[src/hdl/usb_bulk_pkg.sv]
`default_nettype none

package usb_bulk_pkg;

  // Bulk OUT endpoints 1 to 3, served by one buffer each
  localparam int NUM_EP = 3;

  // Endpoint number and byte width on the streams
  localparam int ENDPT_W = 2;
  localparam int DATA_W = 8;

  // Buffer depth in bytes, also the credit count after reset
  localparam int EP_DEPTH = 16;

  // Credit counters must reach EP_DEPTH itself
  localparam int CREDIT_W = 5;
  localparam int PTR_W = 4;

  // Control endpoint traffic is discarded by the steerer
  localparam logic [ENDPT_W-1:0] CTRL_ENDPT = '0;

  typedef enum logic [1:0] {
    ST_IDLE,
    ST_PASS,
    ST_DROP
  } steer_state_e;

  typedef enum logic {
    MG_PICK,
    MG_SEND
  } merge_state_e;

endpackage

`default_nettype wire
[src/hdl/ep_drain_if.sv]
`default_nettype none

interface ep_drain_if;
  import usb_bulk_pkg::*;

  logic              valid;
  logic [DATA_W-1:0] data;
  logic              last;
  logic              ready;

  modport buffer (
    output valid,
    output data,
    output last,
    input  ready
  );

  modport merge (
    input  valid,
    input  data,
    input  last,
    output ready
  );

endinterface

`default_nettype wire

[src/hdl/ep_credit_if.sv]
`default_nettype none

interface ep_credit_if;
  import usb_bulk_pkg::*;

  // Byte push from the steerer, qualified by push_valid
  logic              push_valid;
  logic [DATA_W-1:0] push_data;
  logic              push_last;

  // One pulse per byte released by the buffer
  logic              credit_o;

  modport steer (
    output push_valid,
    output push_data,
    output push_last,
    input  credit_o
  );

  modport buffer (
    input  push_valid,
    input  push_data,
    input  push_last,
    output credit_o
  );

endinterface

`default_nettype wire

[src/hdl/usb_bulk_router.sv]
`default_nettype none

module usb_bulk_router (
  input  wire logic                          clock,
  input  wire logic                          rst_n_i,

  // Ingress from the packet decoder
  input  wire logic                          in_valid_i,
  input  wire logic [usb_bulk_pkg::ENDPT_W-1:0] in_endpt_i,
  input  wire logic [usb_bulk_pkg::DATA_W-1:0]  in_data_i,
  input  wire logic                          in_last_i,
  output logic                               in_ready_o,

  // Merged egress, tagged with the endpoint
  output logic                               out_valid_o,
  output logic [usb_bulk_pkg::ENDPT_W-1:0]   out_endpt_o,
  output logic [usb_bulk_pkg::DATA_W-1:0]    out_data_o,
  output logic                               out_last_o,
  input  wire logic                          out_ready_i
);
  import usb_bulk_pkg::*;

  ep_credit_if credit_if [NUM_EP] ();
  ep_drain_if  drain_if  [NUM_EP] ();

  ep_steer i_steer (
    .clock      (clock),
    .rst_n_i    (rst_n_i),
    .in_valid_i (in_valid_i),
    .in_last_i  (in_last_i),
    .in_endpt_i (in_endpt_i),
    .in_data_i  (in_data_i),
    .in_ready_o (in_ready_o),
    .ep_o       (credit_if)
  );

  // Buffer e serves endpoint e + 1
  for (genvar e = 0; e < NUM_EP; e++) begin : g_ep
    ep_buffer i_buffer (
      .clock   (clock),
      .rst_n_i (rst_n_i),
      .push    (credit_if[e]),
      .drain   (drain_if[e])
    );
  end

  ep_merge i_merge (
    .clock       (clock),
    .rst_n_i     (rst_n_i),
    .ep_i        (drain_if),
    .out_valid_o (out_valid_o),
    .out_last_o  (out_last_o),
    .out_endpt_o (out_endpt_o),
    .out_data_o  (out_data_o),
    .out_ready_i (out_ready_i)
  );

endmodule

`default_nettype wire

[src/hdl/ep_merge.sv]
`default_nettype none

module ep_merge (
  input  wire logic                          clock,
  input  wire logic                          rst_n_i,
  ep_drain_if.merge                          ep_i [usb_bulk_pkg::NUM_EP],
  output logic                               out_valid_o,
  output logic                               out_last_o,
  output logic [usb_bulk_pkg::ENDPT_W-1:0]   out_endpt_o,
  output logic [usb_bulk_pkg::DATA_W-1:0]    out_data_o,
  input  wire logic                          out_ready_i
);
  import usb_bulk_pkg::*;

  merge_state_e       state_q;
  logic [ENDPT_W-1:0] sel_q;
  logic [ENDPT_W-1:0] pick_idx;
  logic               pick_found;

  logic [NUM_EP-1:0]  valid_w;
  logic [NUM_EP-1:0]  last_w;
  logic [DATA_W-1:0]  data_w [NUM_EP];

  logic               src_valid;
  logic               src_ready;
  logic               src_fire;
  logic [ENDPT_W-1:0] src_endpt;

  logic               skid_valid_q;
  logic               skid_last_q;
  logic [ENDPT_W-1:0] skid_endpt_q;
  logic [DATA_W-1:0]  skid_data_q;

  logic               out_free;
  logic               out_load;
  logic               skid_load;

  for (genvar e = 0; e < NUM_EP; e++) begin : g_ep
    assign valid_w[e]  = ep_i[e].valid;
    assign last_w[e]   = ep_i[e].last;
    assign data_w[e]   = ep_i[e].data;
    assign ep_i[e].ready = src_ready && (sel_q == ENDPT_W'(e));
  end

  // Round-robin search, the closest buffer after the last winner wins
  always_comb begin
    int idx;
    pick_found = 1'b0;
    pick_idx   = sel_q;
    for (int k = NUM_EP; k >= 1; k--) begin
      idx = (int'(sel_q) + k) % NUM_EP;
      if (valid_w[idx]) begin
        pick_found = 1'b1;
        pick_idx   = ENDPT_W'(idx);
      end
    end
  end

  assign src_valid = valid_w[sel_q];
  assign src_ready = (state_q == MG_SEND) && !skid_valid_q;
  assign src_fire  = src_valid && src_ready;
  assign src_endpt = sel_q + 1'b1;

  // Output stage with a skid register behind it
  assign out_free  = !out_valid_o || out_ready_i;
  assign out_load  = out_free && (skid_valid_q || src_fire);
  assign skid_load = !out_free && src_fire;

  always_ff @(posedge clock or negedge rst_n_i) begin
    if (!rst_n_i) begin
      state_q      <= MG_PICK;
      sel_q        <= ENDPT_W'(NUM_EP - 1);
      out_valid_o  <= 1'b0;
      skid_valid_q <= 1'b0;
    end else begin
      case (state_q)
        MG_PICK: begin
          if (pick_found) begin
            sel_q   <= pick_idx;
            state_q <= MG_SEND;
          end
        end
        MG_SEND: begin
          if (src_fire && last_w[sel_q]) begin
            state_q <= MG_PICK;
          end
        end
        default: state_q <= MG_PICK;
      endcase

      if (out_free) begin
        out_valid_o  <= skid_valid_q || src_fire;
        skid_valid_q <= 1'b0;
      end else if (src_fire) begin
        skid_valid_q <= 1'b1;
      end
    end
  end

  always_ff @(posedge clock) begin
    if (skid_load) begin
      skid_data_q  <= data_w[sel_q];
      skid_last_q  <= last_w[sel_q];
      skid_endpt_q <= src_endpt;
    end
    if (out_load) begin
      if (skid_valid_q) begin
        out_data_o  <= skid_data_q;
        out_last_o  <= skid_last_q;
        out_endpt_o <= skid_endpt_q;
      end else begin
        out_data_o  <= data_w[sel_q];
        out_last_o  <= last_w[sel_q];
        out_endpt_o <= src_endpt;
      end
    end
  end

endmodule

`default_nettype wire

[src/hdl/ep_buffer.sv]
`default_nettype none

module ep_buffer (
  input  wire logic   clock,
  input  wire logic   rst_n_i,
  ep_credit_if.buffer push,
  ep_drain_if.buffer  drain
);
  import usb_bulk_pkg::*;

  // Last flag stored above the data byte
  logic [DATA_W:0]     mem [EP_DEPTH];
  logic [PTR_W-1:0]    wr_ptr_q;
  logic [PTR_W-1:0]    rd_ptr_q;
  logic [CREDIT_W-1:0] pkt_cnt_q;
  logic                credit_q;

  logic                wr_en;
  logic                rd_en;
  logic                push_done;
  logic                pop_done;

  assign wr_en = push.push_valid;
  assign rd_en = drain.valid && drain.ready;

  // Packet boundaries seen on each side
  assign push_done = wr_en && push.push_last;
  assign pop_done  = rd_en && drain.last;

  // The packet being drained stays counted until its last byte leaves,
  // so a partly drained packet keeps valid high
  assign drain.valid = (pkt_cnt_q != '0);
  assign drain.data  = mem[rd_ptr_q][DATA_W-1:0];
  assign drain.last  = mem[rd_ptr_q][DATA_W];

  assign push.credit_o = credit_q;

  // Storage, no overflow check since the steerer holds the credits
  always_ff @(posedge clock) begin
    if (wr_en) begin
      mem[wr_ptr_q] <= {push.push_last, push.push_data};
    end
  end

  always_ff @(posedge clock or negedge rst_n_i) begin
    if (!rst_n_i) begin
      wr_ptr_q <= '0;
      rd_ptr_q <= '0;
    end else begin
      if (wr_en) begin
        wr_ptr_q <= wr_ptr_q + 1'b1;
      end
      if (rd_en) begin
        rd_ptr_q <= rd_ptr_q + 1'b1;
      end
    end
  end

  // Complete packets held in the FIFO
  always_ff @(posedge clock or negedge rst_n_i) begin
    if (!rst_n_i) begin
      pkt_cnt_q <= '0;
    end else begin
      case ({push_done, pop_done})
        2'b10:   pkt_cnt_q <= pkt_cnt_q + 1'b1;
        2'b01:   pkt_cnt_q <= pkt_cnt_q - 1'b1;
        default: pkt_cnt_q <= pkt_cnt_q;
      endcase
    end
  end

  // One credit back to the steerer per released byte
  always_ff @(posedge clock or negedge rst_n_i) begin
    if (!rst_n_i) begin
      credit_q <= 1'b0;
    end else begin
      credit_q <= rd_en;
    end
  end

endmodule

`default_nettype wire

[src/hdl/ep_steer.sv]
`default_nettype none

module ep_steer (
  input  wire logic                          clock,
  input  wire logic                          rst_n_i,
  input  wire logic                          in_valid_i,
  input  wire logic                          in_last_i,
  input  wire logic [usb_bulk_pkg::ENDPT_W-1:0] in_endpt_i,
  input  wire logic [usb_bulk_pkg::DATA_W-1:0]  in_data_i,
  output logic                               in_ready_o,
  ep_credit_if.steer                         ep_o [usb_bulk_pkg::NUM_EP]
);
  import usb_bulk_pkg::*;

  steer_state_e       state_q;
  logic [ENDPT_W-1:0] endpt_q;
  logic [ENDPT_W-1:0] cur_endpt;
  logic               drop_path;
  logic               accept;

  logic [NUM_EP-1:0]   sel;
  logic [NUM_EP-1:0]   has_credit;
  logic [NUM_EP-1:0]   push;
  logic [NUM_EP-1:0]   credit_in;
  logic [CREDIT_W-1:0] credit_q [NUM_EP];

  // The endpoint comes from the bus on a first byte, then from the latch
  assign cur_endpt = (state_q == ST_IDLE) ? in_endpt_i : endpt_q;

  assign drop_path = (state_q == ST_DROP) ||
                     ((state_q == ST_IDLE) && (in_endpt_i == CTRL_ENDPT));

  // Control endpoint bytes are always taken and go nowhere
  assign in_ready_o = drop_path || |(sel & has_credit);
  assign accept     = in_valid_i && in_ready_o;

  for (genvar e = 0; e < NUM_EP; e++) begin : g_ep
    assign sel[e]        = !drop_path && (cur_endpt == ENDPT_W'(e + 1));
    assign has_credit[e] = (credit_q[e] != '0);
    assign push[e]       = accept && sel[e];

    assign ep_o[e].push_valid = push[e];
    assign ep_o[e].push_data  = in_data_i;
    assign ep_o[e].push_last  = in_last_i;
    assign credit_in[e]       = ep_o[e].credit_o;

    // A push and a returned credit in the same cycle cancel out
    always_ff @(posedge clock or negedge rst_n_i) begin
      if (!rst_n_i) begin
        credit_q[e] <= CREDIT_W'(EP_DEPTH);
      end else begin
        case ({push[e], credit_in[e]})
          2'b10:   credit_q[e] <= credit_q[e] - 1'b1;
          2'b01:   credit_q[e] <= credit_q[e] + 1'b1;
          default: credit_q[e] <= credit_q[e];
        endcase
      end
    end
  end

  // Packet framing
  always_ff @(posedge clock or negedge rst_n_i) begin
    if (!rst_n_i) begin
      state_q <= ST_IDLE;
      endpt_q <= CTRL_ENDPT;
    end else begin
      case (state_q)
        ST_IDLE: begin
          if (accept) begin
            endpt_q <= in_endpt_i;
            // Single-byte packets never leave idle
            if (!in_last_i) begin
              state_q <= drop_path ? ST_DROP : ST_PASS;
            end
          end
        end
        ST_PASS, ST_DROP: begin
          if (accept && in_last_i) begin
            state_q <= ST_IDLE;
          end
        end
        default: state_q <= ST_IDLE;
      endcase
    end
  end

endmodule

`default_nettype wire

[config.mk]
export PLATFORM = sky130hd
export DESIGN_NAME = usb_bulk_router
export DESIGN_NICKNAME = d
export VERILOG_FILES = /design/src/hdl/usb_bulk_pkg.sv /design/src/hdl/ep_drain_if.sv /design/src/hdl/ep_credit_if.sv /design/src/hdl/usb_bulk_router.sv /design/src/hdl/ep_merge.sv /design/src/hdl/ep_buffer.sv /design/src/hdl/ep_steer.sv
export SDC_FILE = /design/constraint.sdc
export NUM_CORES = 1
export LEC_CHECK = 0
export BUFFER_PORTS_ARGS = -buffer_cell sky130_fd_sc_hd__buf_2
export CORE_AREA = 5 5 302 304
export CTS_CLUSTER_SIZE = 20
export DETAILED_ROUTE_END_ITERATION = 7
export DIE_AREA = 0 0 307 309
export PLACE_DENSITY = 0.46
export SLEW_MARGIN = 10
export SYNTH_ARGS = -nofsm -noshare
export SYNTH_HDL_FRONTEND = slang
export SYNTH_SLANG_ARGS = --single-unit
[constraint.sdc]
create_clock -name clock -period 3.3 [get_ports clock]
set_input_delay 0.495 -clock clock [delete_from_list [all_inputs] [get_ports clock]]
set_output_delay 0.495 -clock clock [all_outputs]
set_load 0.05 [all_outputs]
==> results.sh, run 1 <==
export IMPL_status="complete, no violations"
export IMPL_yosysWarnings=0
export IMPL_tightest_slew_ps=1057
export IMPL_cts_tree="yes"
export IMPL_r2r_start="i_steer.state_q[1]$_DFFE_PN0P_"
export IMPL_hp_class="in -> reg"
export IMPL_p_per_area_mw_per_mm2=870.6
export IMPL_die_w_um=307
export IMPL_holdPathStages=2
export IMPL_dpl_hpwl_mm=34.15
export IMPL_postSynthCellCount=1227
export IMPL_clk_pin_slew_ps=60
export IMPL_power_leakage_uw=0.008813
export IMPL_critPathLaunchType="flip-flop"
export IMPL_grt_met3_usage=0.01944
export IMPL_seqPwrFrac=0.384
export IMPL_reg2reg_depth=15
export IMPL_clock_skew_ps=22.65
export IMPL_ant_nets=0
export IMPL_max_cap_viol_count=0
export IMPL_yosysUniqueCellTypes=61
export IMPL_mappedNetlistArea_mm2=0.02176
export IMPL_clock_sinks=520
export IMPL_grt_pass1_wl_mm=78.40
export IMPL_dieArea_mm2=0.09486
export IMPL_grt_antenna_before_repair=2
export IMPL_cp_required_ps=3840
export IMPL_drive_above_1_share=0.2596
export IMPL_crit_start="i_steer.state_q[1]$_DFFE_PN0P_"
export IMPL_relSlewSlack=0.2956
export IMPL_cts_max_level=2
export IMPL_irDropWorstVdd_uv=546.0
export IMPL_synth_avg_cell_area_um2=17.74
export IMPL_timing_fmax_ghz=0.3213
export IMPL_cp_end_kind="flip-flop"
export IMPL_routed_wl_mm=52.16
export IMPL_cp_slowest_cell="dfrtp_2"
export IMPL_finish_utilization=0.2934
export IMPL_firstDrtPassIters=5
export IMPL_use_met2=0.1725
export IMPL_overflow=0
export IMPL_nets=1425
export IMPL_met1_usage=0.1583
export IMPL_rrSetupSlack_ps=190
export IMPL_async_flop_share=0.1269
export IMPL_netSwitchingFraction=0.3333
export IMPL_grt_pass1_vias=11825
export IMPL_setup_ws_ps=187.7
export IMPL_min_from="in_endpt_i[0]"
export IMPL_viasPerCell=4.419
export IMPL_power_switching_uw=7490
export IMPL_io_pins=28
export IMPL_synthFlopType="edfxtp_1"
export IMPL_start_util=0.2474
export IMPL_place_congestion=0.7359
export IMPL_route_detailed_drc=0
export IMPL_period_share=0.9431
export IMPL_crit_fanout=5
export IMPL_criticalPathCategory="reg -> reg"
export IMPL_hold_viol_final=0
export IMPL_syn_to_final_growth_pct=18.60
export IMPL_grt_usage=0.1091
export IMPL_stdcell_count=2572
export IMPL_max_clock_path_buffers=3
export IMPL_port_buffers=27
export IMPL_grt_busiest_layer="met2"
export IMPL_fin_crit_ps=3112
export IMPL_final_max_slew_viol_count=0
export IMPL_syn_nets=1294
export IMPL_crit_chain="inv_1 > ha_4 > nand2b_4 > o22ai_2 > a221o_2 > o211a_1 > inv_1 > ha_1 > inv_1 > fa_1 > a21o_1 > a21oi_1 > xnor2_1 > nor2_1 > xor2_1"
export IMPL_synth_edf_count=454
export IMPL_placed_cells=2462
export IMPL_drtIter0Drc=764
export IMPL_clockRootBuffer="clkbuf_16"
export IMPL_dp_worst_setup_slack_ps=-55.48
export IMPL_core_area_mm2=0.08797
export IMPL_insertion_delay_ps=620
export IMPL_layout_commonest_cell="edfxtp_1"
export IMPL_num_vias=11366
export IMPL_post_drt_wl_per_cell_um=20.28
export IMPL_die_h_um=309
export IMPL_worstPathArrival_ps=3660
export IMPL_final_cell_mix="454 x edfxtp_1, 99 x buf_4, 84 x mux4_2"
export IMPL_crit_top_cell="inv_1"
export IMPL_finalSetupViolCount=0
export IMPL_rows=109
export IMPL_fin_tns_setup_ps=0
export IMPL_grt_max_degree=49
export IMPL_yosysSeqAreaShare=0.7025
export IMPL_internal_power_uw=14980
export IMPL_pwr_share_comb=0.341
export IMPL_numCtsBuffers=57
export IMPL_ys_ff_latch=520
export IMPL_fill_cells=8697
export IMPL_power_frac_clock=0.275
export IMPL_slowest_delay_ps=440
-- sequential cells by signal (all words and copies together), names as in the netlist, 3 cells and up --
name / flops
g_ep.i_buffer.mem: 432
g_ep.i_buffer.pkt_cnt_q: 15
i_steer.credit_q: 15
g_ep.i_buffer.rd_ptr_q: 12
g_ep.i_buffer.wr_ptr_q: 12
i_merge.out_data_o: 8
i_merge.skid_data_q: 8
g_ep.i_buffer.push.credit_o: 3
-- kinds of logic (layout without fill, tap and decap cells) --
logic type | Yosys count | count (layout) | share of synthesized area
DFF | 520 | 520 | 0.7025
and+or+nand+nor | 220 | 220 | 0.05094
muxes | 168 | 168 | 0.1331
AOI/OAI and AO/OA | 132 | 132 | 0.04341
buffers and inverters | 87 | 266 | 0.01868
adders and majority gates | 52 | 52 | 0.03197
xor gates and xnor gates | 48 | 48 | 0.01932
other | 0 | 1 | 0
-- repair_timing --
action                                  4_1_cts  5_1_grt
resized for setup                             1       23
setup buffers                                 0        1
hold buffers                                  1        0
pin swaps                                     0        3
endpoints found under the hold margin        32        0
endpoints found under the setup margin        2        8
-- per-layer routing --
layer | vias up | share of wire | wire length (um)
met3 | 62 | 0.041 | 2115
li1 | 5111 | - | -
met2 | 193 | 0.46 | 24040
met1 | 6000 | 0.48 | 25150
met4 | 0 | 0.016 | 851
met5 | - | 0 | 0
-- path summary, 6_finish.rpt --
| kind | endpoint |
|---|---|
| max in group asynchronous | i_steer.credit_q[14]$_DFFE_PN1P_ |
| min in group asynchronous | g_ep[2].i_buffer.pkt_cnt_q[1]$_DFFE_PN0P_ |
| min | i_steer.endpt_q[0]$_DFFE_PN0P_ |
| max reg2reg | i_steer.credit_q[4]$_DFFE_PN1P_ |
| max | i_steer.credit_q[4]$_DFFE_PN1P_ |
| min reg2reg | g_ep[1].i_buffer.pkt_cnt_q[4]$_DFFE_PN0P_ |
-- through the flow --
step,total power (uW),area (um^2),hold slack (ps)
final,22470,25810,204.6
after global routing,23790,25810,176.0
after CTS,22660,25690,160.0
after detailed placement,16410,23860,459.3
after global placement,16300,23860,455.9
after floorplan,13730,21760,199.4
-- layout make-up --
type / count / area [um^2] / area share
Sequential cell: 520 / 15300 / 0.5926
Tap cell: 1165 / 1458 / 0.05647
Clock inverter: 41 / 360.3 / 0.01396
Clock buffer: 66 / 1460 / 0.05657
Multi-Input combinational cell: 620 / 6178 / 0.2394
Inverter: 30 / 112.6 / 0.004363
Timing Repair Buffer: 129 / 943.4 / 0.03655
Antenna cell: 1 / 2.502 / 0.00009695
-- cell usage after synthesis (16+ instances only) --
cell type / instances / area share
and2_1: 18 / 0.0052
inv_1: 29 / 0.0050
nand3_1: 17 / 0.0039
nor2_1: 36 / 0.0062
xor2_1: 18 / 0.0072
o21ai_0: 29 / 0.0067
a21oi_1: 22 / 0.0051
clkbuf_1: 25 / 0.0043
edfxtp_1: 454 / 0.63
a22oi_1: 16 / 0.0055
and3_1: 23 / 0.0066
ha_1: 46 / 0.026
xnor2_1: 30 / 0.012
dfrtp_1: 62 / 0.071
mux2i_1: 48 / 0.022
mux4_2: 84 / 0.087
nand2_1: 66 / 0.011
mux2_2: 28 / 0.014
-- critical path: cells and delay by family, from the launching register on --
| kind | cells | cell delay (ps) |
|---|---|---|
| adders and majority gates | 3 | 750 |
| and+or+nand+nor | 2 | 200 |
| AOI/OAI and AO/OA | 5 | 1120 |
| buffers and inverters | 3 | 270 |
| xor gates and xnor gates | 2 | 270 |
| DFF | 1 | 440 |
-- power groups by stage --
| stage | clock network [uW] | registers [uW] | logic [uW] |
|---|---|---|---|
| 3_3_place_gp | 0 | 8750 | 7550 |
| 6_report | 6170 | 8630 | 7670 |
| 2_1_floorplan | 0 | 8690 | 5040 |
| 3_5_place_dp | 0 | 8760 | 7650 |
| 4_1_cts | 6350 | 8640 | 7680 |
| 5_1_grt | 6630 | 8730 | 8430 |
Note: power is estimated with default switching activity, not from simulation.
==> inputs of run 2 (changes only) <==
==> constraint.sdc (replaced) <==
create_clock -name clock -period 3.3 [get_ports clock]
set_input_delay 0.165 -clock clock [delete_from_list [all_inputs] [get_ports clock]]
set_output_delay 0.165 -clock clock [all_outputs]
set_load 0.05 [all_outputs]
==> run 2 against run 1 <==
Effect of this change:
- hold slack worse by 110 ps
- critical endpoint is now i_steer.credit_q[9]$_DFFE_PN1P_
- clock power down 2%
- highest routed layer unchanged
- design area fell by 0.13%
- clock skew shrank 0.65 ps
- largest power group unchanged
- die area did not move
==> results.sh, run 2 (same netlist as run 1, synthesis figures left out) <==
export IMPL_fin_tns_setup_ps=0
export IMPL_largest_register_ffs=432
export IMPL_placed_area_mm2=0.02381
export IMPL_drive_above_1_share=0.2568
export IMPL_seqPwrFrac=0.388
export IMPL_reg2reg_depth=15
export IMPL_internal_power_uw=14850
export IMPL_clockRootBuffer="clkbuf_16"
export IMPL_place_congestion=0.7350
export IMPL_relSlewSlack=0.3226
export IMPL_hp_class="in -> reg"
export IMPL_die_w_um=307
export IMPL_numCtsBuffers=56
export IMPL_worstPathArrival_ps=3650
export IMPL_route_detailed_drc=0
export IMPL_rows=109
export IMPL_clock_skew_ps=22.00
export IMPL_grt_max_degree=49
export IMPL_p_per_area_mw_per_mm2=865.7
export IMPL_stdcell_area_mm2=0.02578
export IMPL_layout_commonest_cell="edfxtp_1"
export IMPL_irDropWorstVdd_uv=456.3
export IMPL_fill_cells=8699
export IMPL_post_drt_wl_per_cell_um=19.97
export IMPL_nets=1426
export IMPL_netSwitchingFraction=0.3347
export IMPL_multi_input_area_mm2=0.006195
export IMPL_viasPerCell=4.352
export IMPL_insertion_delay_ps=610
export IMPL_critPathLaunchType="flip-flop"
export IMPL_port_buffers=27
export IMPL_status="complete, no violations"
export IMPL_holdWs_ps=89.97
export IMPL_syn_to_final_growth_pct=18.45
export IMPL_start_util=0.2474
export IMPL_cp_required_ps=3820
export IMPL_grt_pass1_wl_mm=77.46
export IMPL_routed_wl_mm=51.38
export IMPL_grt_pass1_vias=11653
export IMPL_finalSetupViolCount=0
export IMPL_num_vias=11198
export IMPL_cts_tree="yes"
export IMPL_die_h_um=309
export IMPL_io_pins=28
export IMPL_hold_viol_final=0
export IMPL_power_switching_uw=7469
export IMPL_grt_antenna_before_repair=1
export IMPL_core_area_mm2=0.08797
export IMPL_clock_sinks=520
export IMPL_drtIter0Drc=737
export IMPL_overflow=0
export IMPL_dpl_hpwl_mm=33.88
export IMPL_power_frac_clock=0.271
export IMPL_regArea_mm2=0.01529
export IMPL_power_leakage_uw=0.008798
export IMPL_pwr_share_comb=0.342
export IMPL_criticalPathCategory="reg -> reg"
export IMPL_largest_registers="g_ep.i_buffer.mem x432, g_ep.i_buffer.pkt_cnt_q x15, i_steer.credit_q x15"
export IMPL_crit_fanout=6
export IMPL_rrSetupSlack_ps=170
export IMPL_grt_usage=0.1078
export IMPL_firstDrtPassIters=4
export IMPL_max_clock_path_buffers=3
export IMPL_cp_end_kind="flip-flop"
export IMPL_fin_crit_ps=3130
export IMPL_max_cap_viol_count=0
export IMPL_ant_nets=0
export IMPL_timing_fmax_ghz=0.3195
export IMPL_holdPathStages=1
export IMPL_largest_register="g_ep.i_buffer.mem"
export IMPL_tightest_slew_ps=1016
export IMPL_cts_max_level=2
export IMPL_period_share=0.9484
export IMPL_final_cell_mix="454 x edfxtp_1, 99 x buf_4, 84 x mux4_2"
export IMPL_clk_pin_slew_ps=60
export IMPL_final_max_slew_viol_count=0
export IMPL_dieArea_mm2=0.09486
[run 2: path summary, 6_finish.rpt]
| check | startpoint | end |
|---|---|---|
| max | i_steer.state_q[0]$_DFFE_PN0P_ | i_steer.credit_q[9]$_DFFE_PN1P_ |
| min | in_last_i | g_ep[0].i_buffer.mem[3][8]$_DFFE_PP_ |
| max reg2reg | i_steer.state_q[0]$_DFFE_PN0P_ | i_steer.credit_q[9]$_DFFE_PN1P_ |
| min reg2reg | g_ep[1].i_buffer.pkt_cnt_q[4]$_DFFE_PN0P_ | g_ep[1].i_buffer.pkt_cnt_q[4]$_DFFE_PN0P_ |
| max in group asynchronous | rst_n_i | i_steer.credit_q[14]$_DFFE_PN1P_ |
| min in group asynchronous | rst_n_i | g_ep[2].i_buffer.pkt_cnt_q[4]$_DFFE_PN0P_ |
[run 2: stage by stage]
step,total power (uW),util,cells,setup WS (ps)
after global routing,23610,0.2930,2572,-2.266
final,22320,0.2931,2573,170.2
after global placement,16220,0.2707,2459,16.69
after detailed placement,16300,0.2707,2459,-95.76
after CTS,22460,0.2915,2569,19.93
after floorplan,13730,-,1227,57.39
[run 2: area by class of cell]
| class | count | area share |
|---|---|---|
| Tap cell | 1165 | 0.05655 |
| Antenna cell | 2 | 0.0001941 |
| Timing Repair Buffer | 131 | 0.03660 |
| Sequential cell | 520 | 0.5933 |
| Clock buffer | 65 | 0.05567 |
| Inverter | 30 | 0.004368 |
| Multi-Input combinational cell | 620 | 0.2403 |
| Clock inverter | 40 | 0.01301 |
[run 2: worst max-delay path, stage by stage (launching register included)]
cell and delay, ps:
dfrtp_1 400, inv_2 110, ha_4 180, nand2b_4 160, o22ai_1 90, a221o_2 420
buf_4 160, o211ai_4 160, ha_2 220, inv_1 100, ha_1 340, a21o_1 190
a21oi_1 160, xnor2_1 80, nor2_1 110, xor2_1 160
[run 2: timing repair]
item,4_1_cts,5_1_grt
endpoints found under the setup margin,2,6
pin swaps,0,3
endpoints found under the hold margin,45,0
gates resized for setup,4,20
hold buffers,5,0
setup buffers,0,2
cloned,0,0
[run 2: layer usage]
layer  up-vias  share of wire  global-route usage
li1       5108              -                   -
met3        56          0.041             0.01862
met5         -              0                   0
met1      5854           0.48              0.1546
met4         0          0.020             0.03122
met2       180           0.46              0.1695
[run 2: power groups by stage]
| stage | combinational, uW | sequential, uW | clock [uW] |
|---|---|---|---|
| after CTS | 7570 | 8650 | 6240 |
| after global routing | 8340 | 8760 | 6510 |
| after floorplan | 5040 | 8690 | 0 |
| after global placement | 7460 | 8760 | 0 |
| final | 7630 | 8650 | 6040 |
| after detailed placement | 7520 | 8780 | 0 |
==> inputs of run 3 (changes only) <==
Settings changed: BUFFER_PORTS_ARGS -buffer_cell sky130_fd_sc_hd__buf_2 to -buffer_cell sky130_fd_sc_hd__buf_4.
==> run 3 against run 2 <==
Effect of this change:
- clock skew down 7.8 ps
- fmax down 0.79%
- sequential power about the same
- combinational power up 3.3%
- global-route usage up 0.23 points
- critical path type unchanged
- critical endpoint is now g_ep[1].i_buffer.pkt_cnt_q[4]$_DFFE_PN0P_
- largest cell class unchanged
==> results.sh, run 3 (same netlist as run 1, synthesis figures left out) <==
export IMPL_nets=1437
export IMPL_layout_commonest_cell="edfxtp_1"
export IMPL_post_drt_wl_per_cell_um=20.50
export IMPL_hold_viol_final=0
export IMPL_port_buffers=27
export IMPL_p_per_area_mw_per_mm2=877.3
export IMPL_numCtsBuffers=58
export IMPL_slowest_delay_ps=410
export IMPL_finalSetupViolCount=0
export IMPL_power_leakage_uw=0.008892
export IMPL_die_h_um=309
export IMPL_clk_pin_slew_ps=60
export IMPL_worst_path_buf_inv=2
export IMPL_tightest_slew_ps=1039
export IMPL_hp_class="in -> reg"
export IMPL_viasPerCell=4.408
export IMPL_drtIter0Drc=692
export IMPL_grt_max_degree=55
export IMPL_grt_usage=0.1101
export IMPL_rows=109
export IMPL_crit_fanout=5
export IMPL_core_area_mm2=0.08797
export IMPL_cp_end_kind="flip-flop"
export IMPL_irDropWorstVdd_uv=627.0
export IMPL_drive_above_1_share=0.2601
export IMPL_cp_top_family="compound AO/OA/AOI/OAI gates"
export IMPL_cp_slowest_cell="dfrtp_1"
export IMPL_clock_sinks=520
export IMPL_fin_tns_setup_ps=0
export IMPL_dieArea_mm2=0.09486
export IMPL_place_congestion=0.7633
export IMPL_largest_register="g_ep.i_buffer.mem"
export IMPL_holdWs_ps=61.78
export IMPL_num_vias=11378
export IMPL_timing_fmax_ghz=0.3170
export IMPL_grt_pass1_wl_mm=79.03
export IMPL_clockRootBuffer="clkbuf_16"
export IMPL_routed_wl_mm=52.90
export IMPL_clock_skew_ps=14.16
export IMPL_period_share=0.9560
export IMPL_final_cell_mix="454 x edfxtp_1, 131 x buf_4, 84 x mux4_2"
export IMPL_largest_register_ffs=432
export IMPL_die_w_um=307
export IMPL_relSlewSlack=0.3058
export IMPL_cts_max_level=2
export IMPL_start_util=0.2474
export IMPL_largest_registers="g_ep.i_buffer.mem x432, g_ep.i_buffer.pkt_cnt_q x15, i_steer.credit_q x15"
export IMPL_overflow=0
export IMPL_io_pins=28
export IMPL_dpl_hpwl_mm=34.30
export IMPL_stdcell_area_mm2=0.02603
export IMPL_cp_required_ps=3790
export IMPL_cts_tree="yes"
export IMPL_crit_chain="inv_1 > ha_4 > buf_4 > o32ai_4 > a22o_4 > o21a_4 > nand3_2 > ha_4 > fa_1 > a21o_1 > a21oi_1 > xor2_1 > nor2_1 > xor2_1"
export IMPL_critPathLaunchType="flip-flop"
export IMPL_firstDrtPassIters=5
export IMPL_grt_pass1_vias=11734
export IMPL_max_clock_path_buffers=3
export IMPL_route_detailed_drc=0
export IMPL_grt_antenna_before_repair=2
export IMPL_ant_nets=0
export IMPL_max_cap_viol_count=0
export IMPL_worstPathArrival_ps=3650
export IMPL_criticalPathCategory="reg -> reg"
export IMPL_fin_crit_ps=3155
export IMPL_syn_to_final_growth_pct=19.60
export IMPL_finish_utilization=0.2959
export IMPL_status="complete, no violations"
export IMPL_insertion_delay_ps=620
export IMPL_placed_area_mm2=0.02393
export IMPL_final_max_slew_viol_count=0
run 3: timing repair:
action	CTS	global route
pin swaps	0	3
setup endpoints to repair	2	10
hold buffers	5	0
endpoints found under the hold margin	51	0
buffers inserted	0	7
resized for setup	5	20
run 3: through the flow:
step	setup slack (ps)	instances	power, uW
after detailed placement	-128.1	2463	16470
after global routing	-28.31	2581	24110
after floorplan	57.39	1227	13730
after global placement	-1.742	2463	16330
final	145.3	2581	22840
after CTS	1.764	2573	22870
run 3: path summary, 6_finish.rpt:
kind / start / slack [ps] / endpoint / cells past startpoint
min: in_data_i[0] / 60 / g_ep[0].i_buffer.mem[13][0]$_DFFE_PP_ / 1
max in group asynchronous: rst_n_i / 2230 / i_steer.credit_q[9]$_DFFE_PN1P_ / 3
min in group asynchronous: rst_n_i / 210 / g_ep[2].i_buffer.pkt_cnt_q[0]$_DFFE_PN0P_ / 2
min reg2reg: g_ep[0].i_buffer.pkt_cnt_q[4]$_DFFE_PN0P_ / 470 / g_ep[0].i_buffer.pkt_cnt_q[4]$_DFFE_PN0P_ / 1
max: i_steer.state_q[1]$_DFFE_PN0P_ / 150 / g_ep[1].i_buffer.pkt_cnt_q[4]$_DFFE_PN0P_ / 14
max reg2reg: i_steer.state_q[1]$_DFFE_PN0P_ / 150 / g_ep[1].i_buffer.pkt_cnt_q[4]$_DFFE_PN0P_ / 14
run 3: cell type report:
class                           count  area [um^2]
Tap cell                         1165         1458
Sequential cell                   520        15300
Antenna cell                        1        2.502
Clock buffer                       69         1493
Inverter                           30        112.6
Multi-Input combinational cell    620         6205
Timing Repair Buffer              140         1114
Clock inverter                     36        349.1
Fill cell                        8603        61940
run 3: power by group:
group / switching [uW] / internal, uW / total, uW
sequential: 685 / 7980 / 8660
combinational: 4290 / 3590 / 7880
clock: 2610 / 3680 / 6300
run 3: per-layer routing:
metal / vias up / part of all wire / track usage
li1: 5120 / - / -
met1: 5951 / 0.48 / 0.1600
met2: 244 / 0.46 / 0.1730
met3: 63 / 0.041 / 0.01691
met4: 0 / 0.019 / 0.03038
met5: - / 0 / 0
